## src/source/valu_pkg.sv

```systemverilog
package valu_pkg;

  //////////////////////////////////////////////////////////////////////
  // Sizes

  // Data word and its byte enable
  localparam int unsigned ElenBits = 64;
  localparam int unsigned StrbBits = 8;

  // Queue depths and number of instruction ids
  localparam int unsigned InsnQueueDepth   = 4;
  localparam int unsigned ResultQueueDepth = 2;
  localparam int unsigned NrVInsn          = 8;

  // Register file geometry
  localparam int unsigned VregWords = 8;
  localparam int unsigned MaxVl     = 64;

  //////////////////////////////////////////////////////////////////////
  // Basic types

  typedef logic [$clog2(MaxVl+1)-1:0] vl_t;
  typedef logic [$clog2(NrVInsn)-1:0] vid_t;
  typedef logic [4:0]                 vreg_t;
  // Register number times VregWords plus word index
  typedef logic [$bits(vreg_t)+$clog2(VregWords)-1:0] vaddr_t;
  typedef logic [ElenBits-1:0] elen_t;
  typedef logic [StrbBits-1:0] strb_t;

  // Element width, elements per word is 8 >> code
  typedef enum logic [1:0] {
    EW8  = 2'd0,
    EW16 = 2'd1,
    EW32 = 2'd2,
    EW64 = 2'd3
  } vsew_e;

  // Integer opcodes, compares unsigned and shift logical
  typedef enum logic [2:0] {
    VADD, VSUB, VAND, VOR, VXOR, VMINU, VMAXU, VSLL
  } alu_op_e;

  //////////////////////////////////////////////////////////////////////
  // Transfer structs

  typedef struct packed {
    vid_t    id;
    alu_op_e op;
    vsew_e   vsew;
    vl_t     vl;
    vreg_t   vd;
    logic    use_scalar;
    elen_t   scalar;
    // Set means unmasked
    logic    vm;
  } valu_insn_t;

  typedef struct packed {
    elen_t a;
    elen_t b;
    strb_t mask;
  } operand_t;

  typedef struct packed {
    vid_t   id;
    vaddr_t addr;
    elen_t  wdata;
    strb_t  be;
  } result_t;

  // Elements carried by one word, capped by what is left of the instruction
  function automatic vl_t word_elems(vsew_e vsew, vl_t left);
    vl_t per_word;
    per_word = vl_t'(StrbBits >> vsew);
    return (left < per_word) ? left : per_word;
  endfunction

endpackage

```

## src/source/valu_simd_alu.sv

```systemverilog
`timescale 1ns/100ps

module valu_simd_alu import valu_pkg::*; (
  input  elen_t   opa_i,
  input  elen_t   opb_i,
  input  alu_op_e op_i,
  input  vsew_e   vsew_i,
  output elen_t   res_o
);

  // Full word result for each element width
  elen_t [3:0] res_w;

  //////////////////////////////////////////////////////////////////////
  // Lanes per element width

  // Width 8 << g, lanes never share a carry
  for (genvar g = 0; g < 4; g++) begin : gen_ew
    for (genvar l = 0; l < (ElenBits >> (3 + g)); l++) begin : gen_lane
      logic [(8 << g)-1:0] a;
      logic [(8 << g)-1:0] b;
      logic [(8 << g)-1:0] r;
      // Shift amount modulo the element width
      logic [2+g:0]        sh;

      assign a  = opa_i[(8 << g)*l +: (8 << g)];
      assign b  = opb_i[(8 << g)*l +: (8 << g)];
      assign sh = b[2+g:0];

      always_comb begin
        unique case (op_i)
          VADD:  r = a + b;
          VSUB:  r = a - b;
          VAND:  r = a & b;
          VOR:   r = a | b;
          VXOR:  r = a ^ b;
          // Unsigned compares
          VMINU: r = (a < b) ? a : b;
          VMAXU: r = (a > b) ? a : b;
          // Logical shift left
          VSLL:  r = a << sh;
        endcase
      end

      assign res_w[g][(8 << g)*l +: (8 << g)] = r;
    end
  end

  //////////////////////////////////////////////////////////////////////
  // Width select

  // Encoding of vsew matches the index of res_w
  assign res_o = res_w[vsew_i];

endmodule

```

## src/source/valu_insn_queue.sv

```systemverilog
`timescale 1ns/100ps

module valu_insn_queue import valu_pkg::*; (
  input  logic               clk_i,
  input  logic               rst_ni,
  // New instructions
  input  valu_insn_t         insn_i,
  input  logic               insn_valid_i,
  output logic               insn_ready_o,
  // Head of the issue phase
  output valu_insn_t         issue_insn_o,
  output logic               issue_valid_o,
  input  logic               issue_done_i,
  // One granted word per beat
  input  logic               beat_i,
  output logic [NrVInsn-1:0] done_o
);

  typedef logic [$clog2(InsnQueueDepth)-1:0] pnt_t;
  typedef logic [$clog2(InsnQueueDepth):0]   cnt_t;

  // Instruction storage
  valu_insn_t [InsnQueueDepth-1:0] insn_q;

  // One pointer per phase
  pnt_t accept_pnt_q;
  pnt_t issue_pnt_q;
  pnt_t commit_pnt_q;

  // Instructions waiting for issue and for commit
  cnt_t issue_cnt_q;
  cnt_t commit_cnt_q;

  // Commit element tracking of the head instruction
  valu_insn_t commit_insn;
  logic       commit_busy_q;
  vl_t        commit_left_q;
  vl_t        commit_left;
  vl_t        commit_next;

  logic accept;
  logic retire;

  // Full once every slot waits for commit
  assign insn_ready_o = (commit_cnt_q != cnt_t'(InsnQueueDepth));
  assign accept       = insn_valid_i && insn_ready_o;

  assign issue_insn_o  = insn_q[issue_pnt_q];
  assign issue_valid_o = (issue_cnt_q != '0);

  //////////////////////////////////////////////////////////////////////
  // Commit tracking

  assign commit_insn = insn_q[commit_pnt_q];
  // A fresh head starts from its full vl
  assign commit_left = commit_busy_q ? commit_left_q : commit_insn.vl;
  assign commit_next = commit_left - word_elems(commit_insn.vsew, commit_left);
  // Last word of the head granted
  assign retire      = beat_i && (commit_next == '0);

  // Done pulses in the grant cycle
  always_comb begin
    done_o = '0;
    if (retire) begin
      done_o[commit_insn.id] = 1'b1;
    end
  end

  always_ff @(posedge clk_i) begin
    if (accept) begin
      insn_q[accept_pnt_q] <= insn_i;
    end
  end

  // Pointers wrap on their own, depth is a power of two
  always_ff @(posedge clk_i or negedge rst_ni) begin
    if (!rst_ni) begin
      accept_pnt_q  <= '0;
      issue_pnt_q   <= '0;
      commit_pnt_q  <= '0;
      issue_cnt_q   <= '0;
      commit_cnt_q  <= '0;
      commit_busy_q <= 1'b0;
      commit_left_q <= '0;
    end else begin
      if (accept) begin
        accept_pnt_q <= accept_pnt_q + 1'b1;
      end
      if (issue_done_i) begin
        issue_pnt_q <= issue_pnt_q + 1'b1;
      end
      if (retire) begin
        commit_pnt_q <= commit_pnt_q + 1'b1;
      end
      issue_cnt_q  <= issue_cnt_q + cnt_t'(accept) - cnt_t'(issue_done_i);
      commit_cnt_q <= commit_cnt_q + cnt_t'(accept) - cnt_t'(retire);
      // Next head starts fresh after a retire
      if (beat_i) begin
        commit_busy_q <= !retire;
        commit_left_q <= commit_next;
      end
    end
  end

endmodule

```

## src/source/valu_issue.sv

```systemverilog
`timescale 1ns/100ps

module valu_issue import valu_pkg::*; (
  input  logic       clk_i,
  input  logic       rst_ni,
  // Instruction in its issue phase
  input  valu_insn_t insn_i,
  input  logic       insn_valid_i,
  output logic       issue_done_o,
  // Operand words
  input  operand_t   operand_i,
  input  logic       operand_valid_i,
  output logic       operand_ready_o,
  // Result queue write
  input  logic       full_i,
  output result_t    wr_o,
  output logic       wr_valid_o
);

  // Counters of the current instruction
  logic busy_q;
  vl_t  left_q;
  vl_t  widx_q;
  vl_t  left;
  vl_t  widx;
  vl_t  left_next;
  vl_t  elems;

  logic       accept;
  logic [3:0] nbytes;
  strb_t      be_valid;
  strb_t      be;
  elen_t      scalar_rep;
  elen_t      opa;
  elen_t      res;
  elen_t      wdata;

  //////////////////////////////////////////////////////////////////////
  // Element counting

  // First word uses vl straight from the queue, no load cycle
  assign left      = busy_q ? left_q : insn_i.vl;
  assign widx      = busy_q ? widx_q : '0;
  assign elems     = word_elems(insn_i.vsew, left);
  assign left_next = left - elems;

  assign operand_ready_o = insn_valid_i && !full_i;
  assign accept          = operand_ready_o && operand_valid_i;
  assign issue_done_o    = accept && (left_next == '0);

  always_ff @(posedge clk_i or negedge rst_ni) begin
    if (!rst_ni) begin
      busy_q <= 1'b0;
      left_q <= '0;
      widx_q <= '0;
    end else if (accept) begin
      busy_q <= (left_next != '0);
      left_q <= left_next;
      widx_q <= widx + 1'b1;
    end
  end

  //////////////////////////////////////////////////////////////////////
  // Operands and ALU

  // Scalar copied into every element
  always_comb begin
    unique case (insn_i.vsew)
      EW8:     scalar_rep = {8{insn_i.scalar[7:0]}};
      EW16:    scalar_rep = {4{insn_i.scalar[15:0]}};
      EW32:    scalar_rep = {2{insn_i.scalar[31:0]}};
      default: scalar_rep = insn_i.scalar;
    endcase
  end

  assign opa = insn_i.use_scalar ? scalar_rep : operand_i.a;

  valu_simd_alu i_simd_alu (
    .opa_i  (opa),
    .opb_i  (operand_i.b),
    .op_i   (insn_i.op),
    .vsew_i (insn_i.vsew),
    .res_o  (res)
  );

  //////////////////////////////////////////////////////////////////////
  // Byte enables and write data

  // Bytes covered by the valid elements of this word
  assign nbytes   = 4'(elems << insn_i.vsew);
  assign be_valid = strb_t'((9'h1 << nbytes) - 9'h1);
  // Mask ignored when unmasked
  assign be       = be_valid & (insn_i.vm ? '1 : operand_i.mask);

  // Disabled bytes carry zero
  always_comb begin
    for (int i = 0; i < StrbBits; i++) begin
      wdata[8*i +: 8] = be[i] ? res[8*i +: 8] : 8'h00;
    end
  end

  assign wr_o.id    = insn_i.id;
  assign wr_o.addr  = vaddr_t'(insn_i.vd) * vaddr_t'(VregWords) + vaddr_t'(widx);
  assign wr_o.wdata = wdata;
  assign wr_o.be    = be;
  assign wr_valid_o = accept;

endmodule

```

## src/source/valu_result_queue.sv

```systemverilog
`timescale 1ns/100ps

module valu_result_queue import valu_pkg::*; (
  input  logic    clk_i,
  input  logic    rst_ni,
  // Writes from issue
  input  result_t wr_i,
  input  logic    wr_valid_i,
  output logic    full_o,
  // Register file write port
  output result_t result_o,
  output logic    result_req_o,
  input  logic    result_gnt_i,
  // Grant seen by the instruction queue
  output logic    beat_o
);

  typedef logic [$clog2(ResultQueueDepth)-1:0] pnt_t;
  typedef logic [$clog2(ResultQueueDepth):0]   cnt_t;

  // Payload storage
  result_t [ResultQueueDepth-1:0] entry_q;

  pnt_t wr_pnt_q;
  pnt_t rd_pnt_q;
  cnt_t cnt_q;

  logic push;
  logic pop;

  assign full_o = (cnt_q == cnt_t'(ResultQueueDepth));
  // Issue already holds off when full
  assign push   = wr_valid_i && !full_o;

  // Head stays on the port until granted
  assign result_req_o = (cnt_q != '0);
  assign result_o     = entry_q[rd_pnt_q];
  assign pop          = result_req_o && result_gnt_i;
  assign beat_o       = pop;

  always_ff @(posedge clk_i) begin
    if (push) begin
      entry_q[wr_pnt_q] <= wr_i;
    end
  end

  // Push and pop may land in one cycle
  always_ff @(posedge clk_i or negedge rst_ni) begin
    if (!rst_ni) begin
      wr_pnt_q <= '0;
      rd_pnt_q <= '0;
      cnt_q    <= '0;
    end else begin
      if (push) begin
        wr_pnt_q <= (wr_pnt_q == pnt_t'(ResultQueueDepth-1)) ? '0 : wr_pnt_q + 1'b1;
      end
      if (pop) begin
        rd_pnt_q <= (rd_pnt_q == pnt_t'(ResultQueueDepth-1)) ? '0 : rd_pnt_q + 1'b1;
      end
      cnt_q <= cnt_q + cnt_t'(push) - cnt_t'(pop);
    end
  end

endmodule

```

## src/source/valu_top.sv

```systemverilog
`timescale 1ns/100ps

module valu_top import valu_pkg::*; (
  input  logic               clk_i,
  input  logic               rst_ni,
  // Instruction port
  input  valu_insn_t         insn_i,
  input  logic               insn_valid_i,
  output logic               insn_ready_o,
  // Operand port
  input  operand_t           operand_i,
  input  logic               operand_valid_i,
  output logic               operand_ready_o,
  // Register file port
  output result_t            result_o,
  output logic               result_req_o,
  input  logic               result_gnt_i,
  // Completion
  output logic [NrVInsn-1:0] done_o
);

  // Queue to issue
  valu_insn_t issue_insn;
  logic       issue_valid;
  logic       issue_done;

  // Issue to result queue
  result_t wr;
  logic    wr_valid;
  logic    full;

  // Granted words back to the queue
  logic beat;

  valu_insn_queue i_insn_queue (
    .clk_i         (clk_i),
    .rst_ni        (rst_ni),
    .insn_i        (insn_i),
    .insn_valid_i  (insn_valid_i),
    .insn_ready_o  (insn_ready_o),
    .issue_insn_o  (issue_insn),
    .issue_valid_o (issue_valid),
    .issue_done_i  (issue_done),
    .beat_i        (beat),
    .done_o        (done_o)
  );

  valu_issue i_issue (
    .clk_i           (clk_i),
    .rst_ni          (rst_ni),
    .insn_i          (issue_insn),
    .insn_valid_i    (issue_valid),
    .issue_done_o    (issue_done),
    .operand_i       (operand_i),
    .operand_valid_i (operand_valid_i),
    .operand_ready_o (operand_ready_o),
    .full_i          (full),
    .wr_o            (wr),
    .wr_valid_o      (wr_valid)
  );

  valu_result_queue i_result_queue (
    .clk_i        (clk_i),
    .rst_ni       (rst_ni),
    .wr_i         (wr),
    .wr_valid_i   (wr_valid),
    .full_o       (full),
    .result_o     (result_o),
    .result_req_o (result_req_o),
    .result_gnt_i (result_gnt_i),
    .beat_o       (beat)
  );

endmodule

```

## config.mk

```make
export PLATFORM = sky130hd
export DESIGN_NAME = valu_top
export DESIGN_NICKNAME = d
export VERILOG_FILES = /design/src/source/valu_pkg.sv /design/src/source/valu_simd_alu.sv /design/src/source/valu_insn_queue.sv /design/src/source/valu_issue.sv /design/src/source/valu_result_queue.sv /design/src/source/valu_top.sv
export SDC_FILE = /design/constraint.sdc
export NUM_CORES = 2
export LEC_CHECK = 0
export BUFFER_PORTS_ARGS = -buffer_cell sky130_fd_sc_hd__buf_2
export CORE_ASPECT_RATIO = 1.1
export CORE_MARGIN = 2
export CORE_UTILIZATION = 35
export DETAILED_ROUTE_END_ITERATION = 12
export PLACE_DENSITY_LB_ADDON = 0.3
export REMOVE_ABC_BUFFERS = 1
export SYNTH_ARGS = -nofsm -noshare
export SYNTH_HDL_FRONTEND = slang
export SYNTH_SLANG_ARGS = --single-unit
```

## constraint.sdc

```tcl
create_clock -name clk_i -period 8.15 [get_ports clk_i]
set_clock_uncertainty 0.05 [all_clocks]
set_input_delay 1.63 -clock clk_i [delete_from_list [all_inputs] [get_ports clk_i]]
set_output_delay 1.63 -clock clk_i [all_outputs]
set_load 0.03 [all_outputs]
```

==> metrics.txt <==
grt total ovfl 0; H-tree lvl count 2; Layout area overhead 16.2%; Hold Buf Count CTS 0; largest net degree at the start of global routing 81; # rows around 150; CP Data Required Time ~8.6 ns; status finished, final reports clean; post-synthesis compound-gate area fraction 0.270; worst rel slew slack 0.111; average size of a mapped cell between 8 and 9 um2; Clock Sinks roughly 550; largest family of logic cells by synthesized area compound AO/OA/AOI/OAI gates; worst-path maximum fanout 45; crit path time final approximately 8.1 ns; CTS buffer count 61; wire per inst ~43 um; setup tns final 0 ns; Crit-path slowest cell mux4_4; Crit. End Element flip-flop; port buffer count 320; kind of critical path reg -> reg; RePlAce Congestion around 1.1; worst hold stages 2; die span in x 378 um; RSZ-0062 raised after global routing no; CTS tree yes; Worst Reg-to-Reg Cells 18; number of setup violations in the final report 0; Post-Synth Adder-Cell Area 0.0611; Critical Path Start Type flip-flop; critical path cell sequence mux4_4, buf_4, mux2i_1, mux2i_1, mux2_2, ha_1, and4_1, and2_1, nand2_1, nor2_1, a221o_1, o2bb2ai_4, buf_12, buf_4, a221oi_1, nand4_1, nor3_1, a211oi_1; all-layer global routing usage 0.455; 1st-pass router iterations 9; Simple-Gate Fraction of Synth Area 0.126; commonest non-fill, non-tap cells in the layout a21oi_1, buf_4, edfxtp_1; clk_lat worst skew 0.74 ns; Ports ~320; Yosys reg bits between 500 and 600; vias between 60000 and 70000; ys flop type edfxtp_1; global-route wire length before repair a little under 500000 um; Residual DRC 0; final hold vios 0; sequential cell area fraction in the yosys report 0.302; Starting Density 0.351; worst slew pin tran ~1.3 ns; mux contribution to synthesized area 0.141; post-cts resize count 0; Detailed Route Iter0 Violations ~9400; max-cap viol count 0; DP Wirelength between 200000 and 300000 um; Arr. time, crit path ~8.5 ns; top achievable clock speed ~0.12 GHz; die area roughly 160000 um2; Synth cell types ~100; Ys Warns 0; Post-synth EDFFs 510; ys async rst share 0.0710; number of fillers in the final layout 15600; routed vias/inst 7.03; worst hold path type reg -> reg; Synth Instances between 6000 and 7000; final period utilization 0.990; clk buf depth 3; vias in the first global route ~56000; hold_ws between 0.4 and 0.5 ns; Setup Fix Bufs, Post-CTS 0; Final Max Slew Viols 0; Mapped Area between 50000 and 60000 um2; initial antenna violation count 45; core footprint approximately 150000 um2; drt total wl 370000 um; clock root cell clkbuf_16; die span in y ~420 um; final net count ~6900; final core occ 0.408; Detail Route Antenna Nets 0; CTS clk-pin slew, worst paths 0.07 ns; xor and xnor area share after synthesis 0.0424; layout cell share with drive strength beyond 1 0.216; slowest stage delay, CP between 0.9 and 1 ns; commonest non-fill, non-tap cell in the layout a21oi_1
[stage by stage]
step                      instances  area (um2)  setup WS (ns)
after floorplan                5526       51900          -3.16
after global routing           8575       62700         0.0149
after detailed placement       8458       60700          0.198
after CTS                      8572       62600          0.167
final                          8592       62700         0.0838
after global placement         8458       60700          0.166
[per-layer routing]
metal / up-vias / GRT usage / wire length [um]
met3: 1269 / 0.132 / 44100
li1: 24100 / - / -
met2: 4888 / 0.659 / 153000
met4: 30 / 0.303 / 30600
met5: - / 0 / 243
met1: 30100 / 0.586 / 142000
[worst max-delay path, delay by kind of cell, from the launching register on]
family          cells  cell delay [ns]
fa+ha+maj           1             0.84
buf+inv             3             0.74
simple gates        6             2.43
flops               1             0.51
compound gates      4             1.29
mux                 4             1.86
[state kept, by name, indices dropped and copies added (netlist names)]
signal	flops
i_insn_queue.accept_pnt_q	2
i_insn_queue.commit_busy_q	1
i_insn_queue.commit_cnt_q	3
i_insn_queue.commit_left_q	7
i_insn_queue.commit_pnt_q	2
i_insn_queue.insn_q	344
i_insn_queue.issue_cnt_q	3
i_insn_queue.issue_pnt_q	2
i_issue.busy_q	1
i_issue.left_q	7
i_issue.widx_q	7
i_result_queue.cnt_q	2
i_result_queue.entry_q	166
i_result_queue.rd_pnt_q	1
i_result_queue.wr_pnt_q	1
[logic make-up (layout without fill, tap and decap cells)]
| group | after synthesis | count (layout) |
|---|---|---|
| other | 0 | 20 |
| adders and majority gates | 251 | 251 |
| xor gates and xnor gates | 261 | 261 |
| and+or+nand+nor | 1488 | 1488 |
| AOI/OAI and AO/OA | 2205 | 2205 |
| DFF | 549 | 549 |
| buffers and inverters | 755 | 1251 |
| muxes | 502 | 502 |
[layout make-up]
type | count | area [um2] | area share
well taps | 2065 | 2580 | 0.0412
multi-input cells | 4707 | 34900 | 0.556
clock inverters | 40 | 400 | 0.00639
inverters | 270 | 1010 | 0.0162
diodes | 20 | 50.0 | 0.000798
flip-flops and latches | 549 | 16300 | 0.260
repair buffers | 867 | 5890 | 0.0939
clock buffers | 74 | 1600 | 0.0254
[final timing paths]
| kind | slack, ns | end | startpoint |
|---|---|---|---|
| min | 0.44 | i_insn_queue.commit_left_q[3] | i_insn_queue.commit_left_q[3] |
| min in group asynchronous | 1.00 | i_insn_queue.commit_left_q[3] | rst_ni |
| min reg2reg | 0.44 | i_insn_queue.commit_left_q[3] | i_insn_queue.commit_left_q[3] |
| max | 0.08 | i_result_queue.entry_q[153] | i_insn_queue.issue_pnt_q[0] |
| max in group asynchronous | 6.35 | i_insn_queue.issue_pnt_q[0] | rst_ni |
| max reg2reg | 0.08 | i_result_queue.entry_q[153] | i_insn_queue.issue_pnt_q[0] |
[cell usage after synthesis, types with 54 or more instances]
library cell / n / area share
o221ai_1: 63 / 0.010
mux4_2: 170 / 0.071
buf_1: 79 / 0.0055
edfxtp_1: 510 / 0.28
nor2_1: 442 / 0.031
nor3_1: 124 / 0.012
buf_2: 54 / 0.0050
nand2_1: 492 / 0.034
a221oi_1: 139 / 0.023
nand3_1: 96 / 0.0089
mux2i_1: 176 / 0.033
clkbuf_1: 329 / 0.023
ha_1: 230 / 0.053
a31oi_1: 56 / 0.0065
o211ai_1: 88 / 0.012
xnor2_1: 224 / 0.036
inv_1: 228 / 0.016
a211oi_1: 112 / 0.016
o21ai_0: 441 / 0.041
mux2_2: 135 / 0.028
o22ai_1: 130 / 0.015
a21oi_1: 602 / 0.056
Power is left out: the tool's default activity adds up to more than one toggle a clock period on the data nets, which glitch-free logic cannot reach.
